===== src/verilog/llc_macros.svh =====
/* Cache geometry for the LLC controller. Included by the package, the RTL and the
   testbench wherever sizes are needed. */

`ifndef LLC_MACROS_SVH
`define LLC_MACROS_SVH

// 4-way, 16 sets, 4 words per line
`define LLC_WAYS            4
`define LLC_SETS            16
`define LLC_WORDS_PER_LINE  4

// word address width
`define LLC_ADDR_BITS       12

`define LLC_WORD_BITS       32
`define LLC_WAY_BITS        2
`define LLC_SET_BITS        4
`define LLC_OFFSET_BITS     2

// tag is what is left of the word address
`define LLC_TAG_BITS        (`LLC_ADDR_BITS - `LLC_SET_BITS - `LLC_OFFSET_BITS)
`define LLC_LINE_ADDR_BITS  (`LLC_ADDR_BITS - `LLC_OFFSET_BITS)

`endif


===== src/verilog/llc_pkg.sv =====
/* Shared types of the LLC controller: FSM states, opcodes and address fields.
   Imported by the RTL modules and the testbench. */

`include "llc_macros.svh"

package llc_pkg;

    // controller FSM, one request at a time
    typedef enum logic [2:0] {
        DECODE,
        READ_SET,
        READ_MEM,
        LOOKUP,
        PROCESS,
        UPDATE
    } llc_state_t;

    // requester side
    typedef enum logic {
        OP_READ,
        OP_WRITE
    } llc_op_t;

    // memory side, whole lines only
    typedef enum logic {
        MEM_READ_LINE,
        MEM_WRITE_LINE
    } mem_op_t;

    typedef logic [`LLC_ADDR_BITS-1:0]      addr_t;
    typedef logic [`LLC_LINE_ADDR_BITS-1:0] line_addr_t;
    typedef logic [`LLC_TAG_BITS-1:0]       llc_tag_t;
    typedef logic [`LLC_SET_BITS-1:0]       llc_set_t;
    typedef logic [`LLC_WAY_BITS-1:0]       llc_way_t;

    typedef logic [`LLC_WORD_BITS-1:0]      word_t;
    // word 0 sits in the low bits
    typedef word_t [`LLC_WORDS_PER_LINE-1:0] line_t;

endpackage


===== src/verilog/llc_input_decoder.sv =====
/* Request register of the LLC core. Captures a request on its handshake and holds
   it, split into tag, set and offset, until the next one is accepted. */

`timescale 1ns/1ns
`include "llc_macros.svh"

module llc_input_decoder (
    input  logic                        clk,
    input  logic                        rst,
    input  logic                        valid_i,
    input  logic                        ready_i,
    input  llc_pkg::llc_op_t            op_i,
    input  llc_pkg::addr_t              addr_i,
    input  llc_pkg::word_t              wdata_i,
    output llc_pkg::llc_op_t            op_o,
    output llc_pkg::llc_tag_t           tag_o,
    output llc_pkg::llc_set_t           set_o,
    output logic [`LLC_OFFSET_BITS-1:0] offset_o,
    output llc_pkg::word_t              wdata_o
);
    import llc_pkg::*;

    addr_t addr_q;
    logic take;

    assign take = valid_i & ready_i;

    always_ff @(posedge clk or negedge rst) begin
        if (!rst) begin
            op_o <= OP_READ;
            addr_q <= '0;
        end else if (take) begin
            op_o <= op_i;
            addr_q <= addr_i;
        end
    end

    always_ff @(posedge clk) begin
        if (take) begin
            wdata_o <= wdata_i;
        end
    end

    // address layout is {tag, set, offset}
    assign offset_o = addr_q[`LLC_OFFSET_BITS-1:0];
    assign set_o = addr_q[`LLC_OFFSET_BITS +: `LLC_SET_BITS];
    assign tag_o = addr_q[`LLC_ADDR_BITS-1 -: `LLC_TAG_BITS];

endmodule


===== config.mk =====
export PLATFORM = sky130hd
export DESIGN_NAME = llc_input_decoder
export DESIGN_NICKNAME = d
export VERILOG_FILES = /design/src/verilog/llc_pkg.sv /design/src/verilog/llc_input_decoder.sv
export VERILOG_INCLUDE_DIRS = /design/src /design/src/verilog
export SDC_FILE = /design/constraint.sdc
export NUM_CORES = 1
export LEC_CHECK = 0
export BUFFER_PORTS_ARGS = -buffer_cell sky130_fd_sc_hd__buf_2
export CORE_MARGIN = 8
export CORE_UTILIZATION = 37
export DETAILED_ROUTE_END_ITERATION = 10
export GPL_TIMING_DRIVEN = 1
export PLACE_DENSITY = 0.75
export SLEW_MARGIN = 10
export SYNTH_ARGS = -nofsm -noshare
export SYNTH_HDL_FRONTEND = slang
export SYNTH_SLANG_ARGS = --single-unit

===== constraint.sdc =====
create_clock -name clk -period 0.8 [get_ports clk]
set_input_delay 0.04 -clock clk [delete_from_list [all_inputs] [get_ports clk]]
set_output_delay 0.04 -clock clk [all_outputs]
set_load 0.01 [all_outputs]

==> flow_summary.json <==
{
  "status": "complete, but fails checks",
  "violations": "setup timing",
  "max-vdd-ir-drop_mv": 1.02,
  "p_per_area_nw_per_um2": 1990,
  "setup_viol": 45,
  "track_usage_pct": 14.5,
  "ys_seq_elements": 45,
  "post-route-period-util_pct": 108,
  "synthDistinctLibCells": 7,
  "path_max_fanout": 1,
  "seqPwrFrac_pct": 52.9,
  "crit_slowest_cell": "edfxtp_1",
  "cts-root-buf": "clkbuf_8",
  "post_drt_wl_per_cell_um": 16.9,
  "portBuffers": 93,
  "layout_common_cells": "buf_2 (87), dlygate4sd3_1 (46), edfxtp_1 (32)",
  "maxSlewHeadroom_pct": 80.5,
  "core_area_um2": 3940,
  "row_count": 23,
  "finalNonFillerCells": 259,
  "whs_path_depth": 3,
  "drc": 0,
  "final_common_cell": "buf_2",
  "drive_gt1_share_pct": 56.5,
  "grt_max_degree": 28,
  "clock-sinks": 45,
  "combPwrFrac_pct": 17.1,
  "min-delay-path-class": "in2reg",
  "startpoint_type": "flip-flop",
  "ios": 94,
  "p_switching_mw": 1.14,
  "max_stage_delay_ps": 400,
  "reg2regPathDepth": 1,
  "internal_power_mw": 4.18,
  "clock_latency_ps": 280,
  "die_h_um": 79.4,
  "grt_overflow": 0,
  "cp_num_buf_inv": 1,
  "worst_pin_slew_ps": 292,
  "clk_pin_slew_ps": 80,
  "post_cts_buffers": 0,
  "slew_viol_final": 0,
  "critical_path_arrival_ps": 830,
  "vias": 1123,
  "worst_hold_startpoint": "ready_i",
  "crit_path_cell_trace": "buf_6",
  "fp.dieW_um": 79.4,
  "finalCoreUtilization_pct": 67.8,
  "routed_via_density": 4.34,
  "cts_tree": "done",
  "netlist_area_um2": 1490,
  "reg2reg_setup_slack_ps": 30,
  "placed_cells": 206,
  "htree_num_levels": 2,
  "setup_slack_ps": -65.5,
  "r2r_end": "addr_q[7]",
  "p_clk_share_pct": 30.1,
  "synthCells": 61,
  "report.power.total_mw": 5.32,
  "place_area_um2": 2070,
  "fin_crit_ps": 865,
  "grt_antenna_before_repair": 0,
  "fin_tns_setup_ps": -1910,
  "diodes": 0,
  "timing.rr.start": "addr_q[7]",
  "clock.fmax_mhz": 1160,
  "skew_ps": 0,
  "crit_family": "flip-flops",
  "initial_core_util_pct": 37.7,
  "fin_area_um2": 2670,
  "area_delta_synth_final_pct": 79.6,
  "nFillCells": 256,
  "wl_mm": 4.37,
  "min_to": "op_o",
  "syn_avg_cell_area_um2": 24.4,
  "antenna_left": 0,
  "required_ps": 760,
  "syn_nets": 110,
  "p_sw_share_pct": 21.5,
  "path_class": "reg2out",
  "place_congestion": 0.800,
  "grt_pass1_wl_mm": 7.01,
  "cts_made_buffers": 5,
  "hold_viol_final": 0,
  "ys.warnings.count": 0,
  "ys_seq_area_share_pct": 86.5,
  "drtIter0Drc": 66,
  "rsz0062_at_grt": "yes",
  "maxCapViolCount": 0,
  "crit_path_end_kind": "output port",
  "leakage_nw": 1.20,
  "fin_nets": 258,
  "dieArea_um2": 6310,
  "grt_pass1_vias": 1286,
  "clockBufferDepth": 2,
  "firstDrtPassIters": 4
}
## per-layer routing
| layer | vias up | part of all wire (%) | global-route usage, % |
|---|---|---|---|
| li1 | 524 | - | - |
| met1 | 514 | 39 | 16.1 |
| met2 | 78 | 47 | 23.4 |
| met3 | 7 | 13 | 7.32 |
| met4 | 0 | 1.0 | 5.00 |
| met5 | - | 0 | 0 |
## state kept, by name, summed over array words and instances (netlist names)
name,count
wdata_o,32
addr_q,12
op_o,1
## cells in the mapped netlist, drive strengths merged
| master | count | area (um^2) |
|---|---|---|
| buf | 1 | 11.3 |
| dfrtp | 13 | 325 |
| edfxtp | 32 | 961 |
| inv | 1 | 3.75 |
| mux2 | 13 | 180 |
| nand2 | 1 | 6.26 |
## how the worst max path moves through the flow
stage | cells after the start | slack (ps) | to | start
final | 1 | -70 | wdata_o[28] | wdata_o[28]
after global routing | 1 | -100 | wdata_o[4] | wdata_o[4]
after CTS | 1 | -80 | wdata_o[3] | wdata_o[3]
after detailed placement | 4 | -50 | wdata_o[27] | ready_i
after floorplan | 3 | -260 | wdata_o[0] | valid_i
after global placement | 4 | -40 | wdata_o[5] | valid_i
## area by class of cell
class                           instances  area (um^2)  area share, %
Timing Repair Buffer                  142         1010           37.8
Clock inverter                          2         35.0           1.31
Tap cell                               50         62.6           2.34
Inverter                                1         7.51          0.281
Multi-Input combinational cell         14          200           7.49
Clock buffer                            5         68.8           2.58
Sequential cell                        45         1290           48.1
## kinds of logic (layout without fill, tap and decap cells)
kind of cell           Yosys count  in the layout  share of synthesized area [%]
AND/OR/NAND/NOR                  1              1                          0.421
buffers and inverters            2            150                           1.01
multiplexers                    13             13                           12.1
flip-flops                      45             45                           86.5
## timing repair
item,4_1_cts,5_1_grt
gates resized for setup,0,6
endpoints found under the hold margin,58,0
hold buffers,46,0
gates cloned,0,0
setup endpoints to repair,45,45
## power groups by stage
| stage | Combinational (mW) | Clock, mW | Sequential (mW) |
|---|---|---|---|
| 2_1_floorplan | 0.187 | 0 | 2.96 |
| 3_3_place_gp | 0.679 | 0 | 2.84 |
| 3_5_place_dp | 0.698 | 0 | 2.85 |
| 4_1_cts | 0.874 | 1.65 | 2.80 |
| 5_1_grt | 0.979 | 1.74 | 2.83 |
| 6_report | 0.907 | 1.60 | 2.81 |
## through the flow
step                hold slack, ps  setup WS, ps
detailed placement           -60.0         -52.6
CTS                            151         -81.4
global placement             -71.6         -35.5
global route                   153          -104
floorplan                     -256          -263
finish                         155         -65.5
Note: power is estimated with default switching activity, not from simulation.
